--- src/x86_pipe_pkg.sv ---
`default_nettype none

package x86_pipe_pkg;

   typedef logic [31:0] word_t;
   typedef logic [31:0] addr_t;
   typedef logic [2:0]  reg_idx_t;    // eax ecx edx ebx esp ebp esi edi
   typedef logic [3:0]  opcode_t;
   typedef logic [15:0] imm_t;

   // dst <= dst op src for ADD through XOR
   localparam opcode_t OP_NOP   = 4'd0;
   localparam opcode_t OP_MOVI  = 4'd1;   // dst <= zero-extended imm
   localparam opcode_t OP_ADD   = 4'd2;
   localparam opcode_t OP_SUB   = 4'd3;
   localparam opcode_t OP_AND   = 4'd4;
   localparam opcode_t OP_OR    = 4'd5;
   localparam opcode_t OP_XOR   = 4'd6;
   localparam opcode_t OP_STORE = 4'd7;   // wmem[imm] <= dst
   // 8 to 15 act as NOP

   // Instruction word layout
   localparam int OPC_MSB = 31;
   localparam int OPC_LSB = 28;
   localparam int DST_LSB = 25;
   localparam int SRC_LSB = 22;
   localparam int IMM_LSB = 0;

   localparam addr_t INSTR_BYTES = 32'd4;
   localparam int    NUM_REGS    = 8;

   typedef enum logic [1:0] {
      FETCH_REQ,
      FETCH_DATA,
      FETCH_HOLD
   } fetch_state_e;

endpackage

`default_nettype wire
--- src/execute_alu.sv ---
`default_nettype none

module execute_alu (
   input  wire                          clk,
   input  wire                          rst,
   input  wire                          x_valid,
   input  wire x86_pipe_pkg::opcode_t   x_opcode,
   input  wire x86_pipe_pkg::reg_idx_t  x_dst,
   input  wire x86_pipe_pkg::word_t     x_op_a,
   input  wire x86_pipe_pkg::word_t     x_op_b,
   input  wire x86_pipe_pkg::imm_t      x_imm,
   input  wire x86_pipe_pkg::addr_t     x_pc,
   output logic                         x_ready,
   output logic                         ex_fwd_valid,
   output x86_pipe_pkg::reg_idx_t       ex_fwd_dst,
   output x86_pipe_pkg::word_t          ex_fwd_data,
   output logic                         w_valid,
   output x86_pipe_pkg::opcode_t        w_opcode,
   output x86_pipe_pkg::reg_idx_t       w_dst,
   output x86_pipe_pkg::word_t          w_result,
   output x86_pipe_pkg::addr_t          w_store_addr,
   output x86_pipe_pkg::addr_t          w_pc,
   input  wire                          w_ready
);

   x86_pipe_pkg::word_t alu_result;
   logic                writes_reg;

   always_comb begin
      case (x_opcode)
         x86_pipe_pkg::OP_MOVI: alu_result = x86_pipe_pkg::word_t'(x_imm);
         x86_pipe_pkg::OP_ADD:  alu_result = x_op_a + x_op_b;
         x86_pipe_pkg::OP_SUB:  alu_result = x_op_a - x_op_b;
         x86_pipe_pkg::OP_AND:  alu_result = x_op_a & x_op_b;
         x86_pipe_pkg::OP_OR:   alu_result = x_op_a | x_op_b;
         x86_pipe_pkg::OP_XOR:  alu_result = x_op_a ^ x_op_b;
         default:               alu_result = x_op_a;   // Store data
      endcase
   end

   assign writes_reg = (x_opcode >= x86_pipe_pkg::OP_MOVI) &&
                       (x_opcode <= x86_pipe_pkg::OP_XOR);

   assign ex_fwd_valid = x_valid && writes_reg;
   assign ex_fwd_dst   = x_dst;
   assign ex_fwd_data  = alu_result;

   assign x_ready = !w_valid || w_ready;

   always_ff @(posedge clk) begin
      if (rst) begin
         w_valid <= 1'b0;
      end else if (x_ready) begin
         w_valid <= x_valid;
      end
   end

   always_ff @(posedge clk) begin
      if (x_valid && x_ready) begin
         w_opcode     <= x_opcode;
         w_dst        <= x_dst;
         w_result     <= alu_result;
         w_store_addr <= x86_pipe_pkg::addr_t'(x_imm);
         w_pc         <= x_pc;
      end
   end

endmodule

`default_nettype wire

--- src/fetch_unit.sv ---
`default_nettype none

module fetch_unit #(
   parameter x86_pipe_pkg::addr_t RESET_PC = '0
) (
   input  wire                      clk,
   input  wire                      rst,
   output logic                     imem_valid,
   output x86_pipe_pkg::addr_t      imem_address,
   input  wire                      imem_ready,
   input  wire                      imem_dp_valid,
   input  wire x86_pipe_pkg::word_t imem_dp_read_data,
   output logic                     imem_dp_ready,
   output logic                     f_valid,
   output x86_pipe_pkg::word_t      f_instr,
   output x86_pipe_pkg::addr_t      f_pc,
   input  wire                      f_ready
);

   x86_pipe_pkg::fetch_state_e state;
   x86_pipe_pkg::addr_t        pc;

   assign imem_valid    = (state == x86_pipe_pkg::FETCH_REQ);
   assign imem_address  = pc;
   assign imem_dp_ready = (state == x86_pipe_pkg::FETCH_DATA);

   always_ff @(posedge clk) begin
      if (rst) begin
         state   <= x86_pipe_pkg::FETCH_HOLD;   // Empty hold, request next cycle
         pc      <= RESET_PC;
         f_valid <= 1'b0;
      end else begin
         case (state)
            x86_pipe_pkg::FETCH_REQ: begin
               if (imem_ready) begin
                  state <= x86_pipe_pkg::FETCH_DATA;
               end
            end
            x86_pipe_pkg::FETCH_DATA: begin
               if (imem_dp_valid) begin
                  state   <= x86_pipe_pkg::FETCH_HOLD;
                  f_valid <= 1'b1;
                  pc      <= pc + x86_pipe_pkg::INSTR_BYTES;
               end
            end
            x86_pipe_pkg::FETCH_HOLD: begin
               // Wait until the word moves into operand read
               if (!f_valid || f_ready) begin
                  state   <= x86_pipe_pkg::FETCH_REQ;
                  f_valid <= 1'b0;
               end
            end
            default: state <= x86_pipe_pkg::FETCH_REQ;
         endcase
      end
   end

   // Instruction register
   always_ff @(posedge clk) begin
      if (imem_dp_valid && imem_dp_ready) begin
         f_instr <= imem_dp_read_data;
         f_pc    <= pc;
      end
   end

   a_imem_addr_stable: assert property (@(posedge clk) disable iff (rst)
      imem_valid && !imem_ready |=> $stable(imem_address));

   a_dp_ready_not_in_req: assert property (@(posedge clk) disable iff (rst)
      state == x86_pipe_pkg::FETCH_REQ |-> !imem_dp_ready);

endmodule

`default_nettype wire

--- src/operand_read.sv ---
`default_nettype none

module operand_read (
   input  wire                           clk,
   input  wire                           rst,
   input  wire                           f_valid,
   input  wire x86_pipe_pkg::word_t      f_instr,
   input  wire x86_pipe_pkg::addr_t      f_pc,
   output logic                          f_ready,
   input  wire                           ex_fwd_valid,
   input  wire x86_pipe_pkg::reg_idx_t   ex_fwd_dst,
   input  wire x86_pipe_pkg::word_t      ex_fwd_data,
   input  wire                           reg_wr_en,
   input  wire x86_pipe_pkg::reg_idx_t   reg_wr_idx,
   input  wire x86_pipe_pkg::word_t      reg_wr_data,
   output logic                          x_valid,
   output x86_pipe_pkg::opcode_t         x_opcode,
   output x86_pipe_pkg::reg_idx_t        x_dst,
   output x86_pipe_pkg::word_t           x_op_a,
   output x86_pipe_pkg::word_t           x_op_b,
   output x86_pipe_pkg::imm_t            x_imm,
   output x86_pipe_pkg::addr_t           x_pc,
   input  wire                           x_ready
);

   x86_pipe_pkg::word_t    regs [x86_pipe_pkg::NUM_REGS];
   x86_pipe_pkg::opcode_t  opcode;
   x86_pipe_pkg::reg_idx_t dst;
   x86_pipe_pkg::reg_idx_t src;
   x86_pipe_pkg::imm_t     imm;
   x86_pipe_pkg::word_t    op_a;
   x86_pipe_pkg::word_t    op_b;
   logic                   load;

   assign opcode = f_instr[x86_pipe_pkg::OPC_MSB:x86_pipe_pkg::OPC_LSB];
   assign dst    = f_instr[x86_pipe_pkg::DST_LSB +: $bits(x86_pipe_pkg::reg_idx_t)];
   assign src    = f_instr[x86_pipe_pkg::SRC_LSB +: $bits(x86_pipe_pkg::reg_idx_t)];
   assign imm    = f_instr[x86_pipe_pkg::IMM_LSB +: $bits(x86_pipe_pkg::imm_t)];

   assign f_ready = !x_valid || x_ready;
   assign load    = f_valid && f_ready;

   // Execute is newer than writeback, writeback newer than the file
   function automatic x86_pipe_pkg::word_t newest(input x86_pipe_pkg::reg_idx_t idx);
      if (ex_fwd_valid && ex_fwd_dst == idx) begin
         return ex_fwd_data;
      end else if (reg_wr_en && reg_wr_idx == idx) begin
         return reg_wr_data;
      end
      return regs[idx];
   endfunction

   always_comb begin
      op_a = newest(dst);
      op_b = newest(src);
   end

   always_ff @(posedge clk) begin
      if (rst) begin
         for (int i = 0; i < x86_pipe_pkg::NUM_REGS; i++) begin
            regs[i] <= '0;
         end
      end else if (reg_wr_en) begin
         regs[reg_wr_idx] <= reg_wr_data;
      end
   end

   always_ff @(posedge clk) begin
      if (rst) begin
         x_valid <= 1'b0;
      end else if (f_ready) begin
         x_valid <= f_valid;
      end
   end

   always_ff @(posedge clk) begin
      if (load) begin
         x_opcode <= opcode;
         x_dst    <= dst;
         x_op_a   <= op_a;
         x_op_b   <= op_b;
         x_imm    <= imm;
         x_pc     <= f_pc;
      end
   end

   a_x_valid_held: assert property (@(posedge clk) disable iff (rst)
      x_valid && !x_ready |=> x_valid);

endmodule

`default_nettype wire

--- src/pipeline_top.sv ---
`default_nettype none

module pipeline_top #(
   parameter x86_pipe_pkg::addr_t RESET_PC = '0
) (
   input  wire                      clk,
   input  wire                      rst,
   output logic                     imem_valid,
   output x86_pipe_pkg::addr_t      imem_address,
   input  wire                      imem_ready,
   input  wire                      imem_dp_valid,
   input  wire x86_pipe_pkg::word_t imem_dp_read_data,
   output logic                     imem_dp_ready,
   output logic                     wmem_valid,
   output x86_pipe_pkg::addr_t      wmem_address,
   output x86_pipe_pkg::word_t      wmem_wr_data,
   input  wire                      wmem_ready,
   output logic                     retire_valid,
   output x86_pipe_pkg::addr_t      retire_pc,
   output x86_pipe_pkg::opcode_t    retire_opcode
);

   // Fetch to operand read
   wire                         f_valid;
   wire x86_pipe_pkg::word_t    f_instr;
   wire x86_pipe_pkg::addr_t    f_pc;
   wire                         f_ready;

   // Operand read to execute
   wire                         x_valid;
   wire x86_pipe_pkg::opcode_t  x_opcode;
   wire x86_pipe_pkg::reg_idx_t x_dst;
   wire x86_pipe_pkg::word_t    x_op_a;
   wire x86_pipe_pkg::word_t    x_op_b;
   wire x86_pipe_pkg::imm_t     x_imm;
   wire x86_pipe_pkg::addr_t    x_pc;
   wire                         x_ready;

   wire                         ex_fwd_valid;   // Execute bypass
   wire x86_pipe_pkg::reg_idx_t ex_fwd_dst;
   wire x86_pipe_pkg::word_t    ex_fwd_data;

   // Execute to writeback
   wire                         w_valid;
   wire x86_pipe_pkg::opcode_t  w_opcode;
   wire x86_pipe_pkg::reg_idx_t w_dst;
   wire x86_pipe_pkg::word_t    w_result;
   wire x86_pipe_pkg::addr_t    w_store_addr;
   wire x86_pipe_pkg::addr_t    w_pc;
   wire                         w_ready;

   wire                         reg_wr_en;      // Also writeback bypass
   wire x86_pipe_pkg::reg_idx_t reg_wr_idx;
   wire x86_pipe_pkg::word_t    reg_wr_data;

   fetch_unit #(.RESET_PC(RESET_PC)) fetch_unit_i (.*);

   operand_read operand_read_i (.*);

   execute_alu execute_alu_i (.*);

   writeback_unit writeback_unit_i (.*);

endmodule

`default_nettype wire

--- src/writeback_unit.sv ---
`default_nettype none

module writeback_unit (
   input  wire                          clk,
   input  wire                          rst,
   input  wire                          w_valid,
   input  wire x86_pipe_pkg::opcode_t   w_opcode,
   input  wire x86_pipe_pkg::reg_idx_t  w_dst,
   input  wire x86_pipe_pkg::word_t     w_result,
   input  wire x86_pipe_pkg::addr_t     w_store_addr,
   input  wire x86_pipe_pkg::addr_t     w_pc,
   output logic                         w_ready,
   output logic                         reg_wr_en,
   output x86_pipe_pkg::reg_idx_t       reg_wr_idx,
   output x86_pipe_pkg::word_t          reg_wr_data,
   output logic                         wmem_valid,
   output x86_pipe_pkg::addr_t          wmem_address,
   output x86_pipe_pkg::word_t          wmem_wr_data,
   input  wire                          wmem_ready,
   output logic                         retire_valid,
   output x86_pipe_pkg::addr_t          retire_pc,
   output x86_pipe_pkg::opcode_t        retire_opcode
);

   logic is_store;
   logic writes_reg;

   assign is_store   = (w_opcode == x86_pipe_pkg::OP_STORE);
   assign writes_reg = (w_opcode >= x86_pipe_pkg::OP_MOVI) &&
                       (w_opcode <= x86_pipe_pkg::OP_XOR);

   assign w_ready = !is_store || wmem_ready;   // Only a store can stall

   assign reg_wr_en   = w_valid && writes_reg;
   assign reg_wr_idx  = w_dst;
   assign reg_wr_data = w_result;

   assign wmem_valid   = w_valid && is_store;
   assign wmem_address = w_store_addr;
   assign wmem_wr_data = w_result;

   assign retire_valid  = w_valid && w_ready;
   assign retire_pc     = w_pc;
   assign retire_opcode = w_opcode;

   a_wr_or_store: assert property (@(posedge clk) disable iff (rst)
      !(reg_wr_en && wmem_valid));

   a_retire_has_valid: assert property (@(posedge clk) disable iff (rst)
      retire_valid |-> w_valid);

   // Held store must not change under back-pressure from wmem
   a_store_held: assert property (@(posedge clk) disable iff (rst)
      wmem_valid && !wmem_ready |=>
         wmem_valid && $stable(wmem_address) && $stable(wmem_wr_data));

endmodule

`default_nettype wire

--- config.mk ---
export PLATFORM = sky130hd
export DESIGN_NAME = pipeline_top
export DESIGN_NICKNAME = d
export VERILOG_FILES = /design/src/x86_pipe_pkg.sv /design/src/execute_alu.sv /design/src/fetch_unit.sv /design/src/operand_read.sv /design/src/pipeline_top.sv /design/src/writeback_unit.sv
export SDC_FILE = /design/constraint.sdc
export NUM_CORES = 1
export LEC_CHECK = 0
export ABC_AREA = 1
export BUFFER_PORTS_ARGS = -buffer_cell sky130_fd_sc_hd__clkbuf_2
export CAP_MARGIN = 20
export CORE_ASPECT_RATIO = 0.9
export CORE_MARGIN = 3
export CORE_UTILIZATION = 25
export CTS_CLUSTER_SIZE = 28
export DETAILED_ROUTE_END_ITERATION = 7
export SLEW_MARGIN = 0
export SYNTH_ARGS = -nofsm -noshare
export SYNTH_HDL_FRONTEND = slang
export SYNTH_SLANG_ARGS = --single-unit
--- constraint.sdc ---
create_clock -name clk -period 4.3 [get_ports clk]
set_input_delay 0.86 -clock clk [delete_from_list [all_inputs] [get_ports clk]]
set_output_delay 0.86 -clock clk [all_outputs]
set_load 0.01 [all_outputs]
==> impl_metrics.yaml <==
detailed_routing:
  antenna_violating_nets_left: 0
  drt_first_pass_iters: 5
  totalWireLength_mm: 93.83
  dr_total_vias: 23990
  avgRoutedWirePerCell_um: 18.64
  routed_via_density: 4.764
  drt_first_iter_violations: 2413
  drc_errors: 0
synth:
  synth_top_area_cells: "sky130_fd_sc_hd__edfxtp_1 52%, sky130_fd_sc_hd__nand2_1 7.4%, sky130_fd_sc_hd__o21ai_0 6.8%, sky130_fd_sc_hd__nor2_1 6.1%, sky130_fd_sc_hd__ha_1 4.1%"
  post_syn_area_mm2: 0.02966
  synthXorXnorAreaFrac: 0.01624
  postSynthAreaPerCell_um2: 8.971
  synth_top_flop_cell: "sky130_fd_sc_hd__edfxtp_1"
  muxShareOfSynthArea: 0
  ys_async_sr_fraction: 0
  yosysTopAreaCellShare: 0.5204
  yosys_register_bits: 555
  post-synth-top-count-cell: "sky130_fd_sc_hd__nand2_1"
  synth.lib_cells_used.distinct: 56
  yosys_warnings: 0
  post_synth_and_or_nand_nor_area_fraction: 0.1766
  netlist.top_cell.by_area: "sky130_fd_sc_hd__edfxtp_1"
  synth_compound_gate_area_share: 0.1460
  top_post_synthesis_cells_by_count: "588 x sky130_fd_sc_hd__nand2_1, 514 x sky130_fd_sc_hd__edfxtp_1, 480 x sky130_fd_sc_hd__nor2_1"
  synth_seq_area_share: 0.5481
  count_of_flip_flops_with_a_built_in_enable_after_synthesis: 514
  synth_top_family_by_area: "simple AND/OR/NAND/NOR gates"
  synth_fa_ha_area_frac: 0.04159
  cells_after_synth: 3306
critical_path:
  start_kind: "flop"
  worst-endpoint-arrival_ns: 4.30
  worstSetupEndpointType: "flop"
  cp_data_required_time_ns: 4.67
  setup.worst_path.class: "reg2reg"
  cp_max_fo: 5
pwr:
  comb_power_share: 0.046
  p_sw_w: 0.002665
  cellInternalPower_w: 0.009283
  ir_drop_mv: 0.3292
  power.sequential.fraction: 0.505
  swShare: 0.2230
  finalPower_w: 0.01195
  share_clk_of_total_power: 0.449
  p_leak_nw: 13.41
  power-per-cell-area_mw_per_mm2: 348.0
timing:
  timing.final.max_slew_violations: 0
  worst_slew_margin_rel: 0.3044
  timing.final.setup_violations: 0
  worst_clock_skew_ns: 0.04027
  maximum_clock_rate_ghz: 0.2545
  fin_tns_setup_ns: 0
  period_minus_slack_ns: 3.929
  hold_fails_final_rpt: 0
  layout_setup_ws_ns: 0.3709
  final.period_utilization: 0.9137
  timing_worst_slew_pin_value_ns: 1.042
placed_design:
  placedCellCount: 4919
  buffer_ports.inserted: 146
  preCtsSetupSlack_ns: 0.2386
  post-dp-hpwl_mm: 63.08
  finalWeightedCongestion: 0.8689
clock_tree:
  total_of_hold_buffers_inserted_after_clock_tree_synthesis: 0
  cts-root-buf: "sky130_fd_sc_hd__clkbuf_16"
  clock_path_buffers: 3
  cts-htree-levels: 2
  num_cts_buffers: 59
  tritoncts: "built"
  tritoncts_num_sinks: 555
  clkTransAtPathRegs_ns: 0.06
  clock_insertion_delay_worst_skew_ns: 0.65
floorplanning:
  fp.dieArea_mm2: 0.1228
  floorplan.initialDensity: 0.2528
  number_of_cell_rows: 119
  design.core.area_mm2: 0.1173
  chipWidth_um: 369.1
  floorplan.die.height_um: 332.8
  design.portCount: 173
outcome:
  outcome: "finished, final reports clean"
worst_hold_path:
  hold_path_class: "in2reg"
grt:
  grt_pass1_vias: 22590
  grt_remaining_overflow: 0
  grt_first_pass_wirelength_mm: 140.4
  global_route.usage.total: 0.1478
  number_of_antenna_violations_at_the_first_check_in_global_routing: 0
  pin_count_of_the_biggest_net_entering_global_routing: 199
layout:
  layoutNonFillerInstCount: 5035
  nets: 3544
  syn2layout_area_growth_pct: 15.75
  drive_gt1_frac: 0.1061
run:
  drv_cap: 0
through the flow:
step | hold slack (ns) | utilization | area, µm²
2_1_floorplan | 0.4003 | - | 29730
3_3_place_gp | 0.4001 | 0.2745 | 32200
3_5_place_dp | 0.4045 | 0.2746 | 32210
4_1_cts | 0.3538 | 0.2921 | 34280
5_1_grt | 0.3582 | 0.2926 | 34330
6_report | 0.3972 | 0.2926 | 34330
flip-flops by register name, indices dropped and copies added (netlist names), 2 cells and up, named ones only:
name                        count
operand_read_i.regs           256
execute_alu_i.w_result         32
operand_read_i.x_op_a          32
operand_read_i.x_op_b          32
execute_alu_i.w_pc             30
fetch_unit_i.f_pc              30
fetch_unit_i.imem_address      30
operand_read_i.x_pc            30
fetch_unit_i.f_instr           26
execute_alu_i.w_store_addr     16
operand_read_i.x_imm           16
execute_alu_i.w_opcode          4
operand_read_i.x_opcode         4
execute_alu_i.w_dst             3
operand_read_i.x_dst            3
fetch_unit_i.state              2
power groups by stage:
| stage | Clock, W | Sequential, W | Combinational (W) |
|---|---|---|---|
| after floorplan | 0 | 0.00612 | 0.000365 |
| after global placement | 0 | 0.00614 | 0.000533 |
| after detailed placement | 0 | 0.00615 | 0.000540 |
| after CTS | 0.00547 | 0.00603 | 0.000542 |
| after global routing | 0.00569 | 0.00604 | 0.000609 |
| final | 0.00536 | 0.00603 | 0.000549 |
layout by cell type (no fill, tap or decap), drive strengths merged, types with 14 or more instances in the layout:
cell type and count:
a211oi 15, a21boi 14, a21oi 208, buf 63, clkbuf 220, clkinv 52
conb 20, dfxtp 41, edfxtp 514, ha 97, inv 324, nand2 593
nand3 124, nand4 19, nor2 485, nor3 28, o211ai 72, o21ai 431
xor2 47
layer usage:
metal / vias to the layer above / global-route usage / part of all wire
li1: 11420 / - / -
met1: 11460 / 0.1991 / 0.43
met2: 935 / 0.2461 / 0.47
met3: 179 / 0.02204 / 0.079
met4: 0 / 0.04145 / 0.027
met5: - / 0 / 0
area by class of cell:
class | instances | area (µm²)
diodes | 2 | 5.005
clock buffers | 74 | 1573
clock inverters | 38 | 490.5
fillers | 12390 | 83000
inverters | 349 | 1315
multi-input cells | 2235 | 11430
flip-flops and latches | 555 | 16270
well taps | 1573 | 1968
repair buffers | 209 | 1282
worst paths after layout:
path	startpoint	end	slack (ns)	cells past startpoint
min	imem_dp_read_data[14]	fetch_unit_i.f_instr[14]$_DFFE_PP_	0.40	1
min reg2reg	fetch_unit_i.f_instr[15]$_DFFE_PP_	operand_read_i.x_imm[15]$_DFFE_PP_	0.41	0
max reg2reg	operand_read_i.x_op_b[0]$_DFFE_PP_	operand_read_i.x_op_a[29]$_DFFE_PP_	0.37	24
max	operand_read_i.x_op_b[0]$_DFFE_PP_	operand_read_i.x_op_a[29]$_DFFE_PP_	0.37	24
critical path, cell delays in order, from the launching register on:
cell	delay [ns]
sky130_fd_sc_hd__edfxtp_1	0.44
sky130_fd_sc_hd__inv_1	0.13
sky130_fd_sc_hd__ha_1	0.17
sky130_fd_sc_hd__nand3_1	0.15
sky130_fd_sc_hd__nor2_2	0.14
sky130_fd_sc_hd__nand3_1	0.12
sky130_fd_sc_hd__nor2_2	0.16
sky130_fd_sc_hd__nand4_1	0.12
sky130_fd_sc_hd__buf_4	0.17
sky130_fd_sc_hd__o21ai_2	0.19
sky130_fd_sc_hd__o21a_1	0.16
sky130_fd_sc_hd__xor2_1	0.16
sky130_fd_sc_hd__ha_1	0.32
sky130_fd_sc_hd__a21oi_1	0.24
sky130_fd_sc_hd__nand2_1	0.11
sky130_fd_sc_hd__nand2_1	0.07
sky130_fd_sc_hd__nand2_1	0.04
sky130_fd_sc_hd__a21oi_1	0.16
sky130_fd_sc_hd__nand3_1	0.10
sky130_fd_sc_hd__nand3_1	0.11
sky130_fd_sc_hd__nand2_1	0.06
sky130_fd_sc_hd__nand2_1	0.14
sky130_fd_sc_hd__nand2_1	0.07
sky130_fd_sc_hd__nand2_1	0.07
sky130_fd_sc_hd__nand2_1	0.05
logic make-up (layout without fill, tap and decap cells):
group	count (synthesis)	in the layout
other cells	1	22
xor+xnor	55	55
fa+ha+maj	98	98
flops	555	555
simple gates	1277	1277
compound gates	785	785
buf+inv	535	670
what timing repair did:
| action | in CTS | in global routing |
|---|---|---|
| buffers inserted | 0 | 2 |
| setup endpoints to repair | 0 | 35 |
| gates resized for setup | 0 | 9 |
No activity file was read; power rests on OpenSTA's default activity.
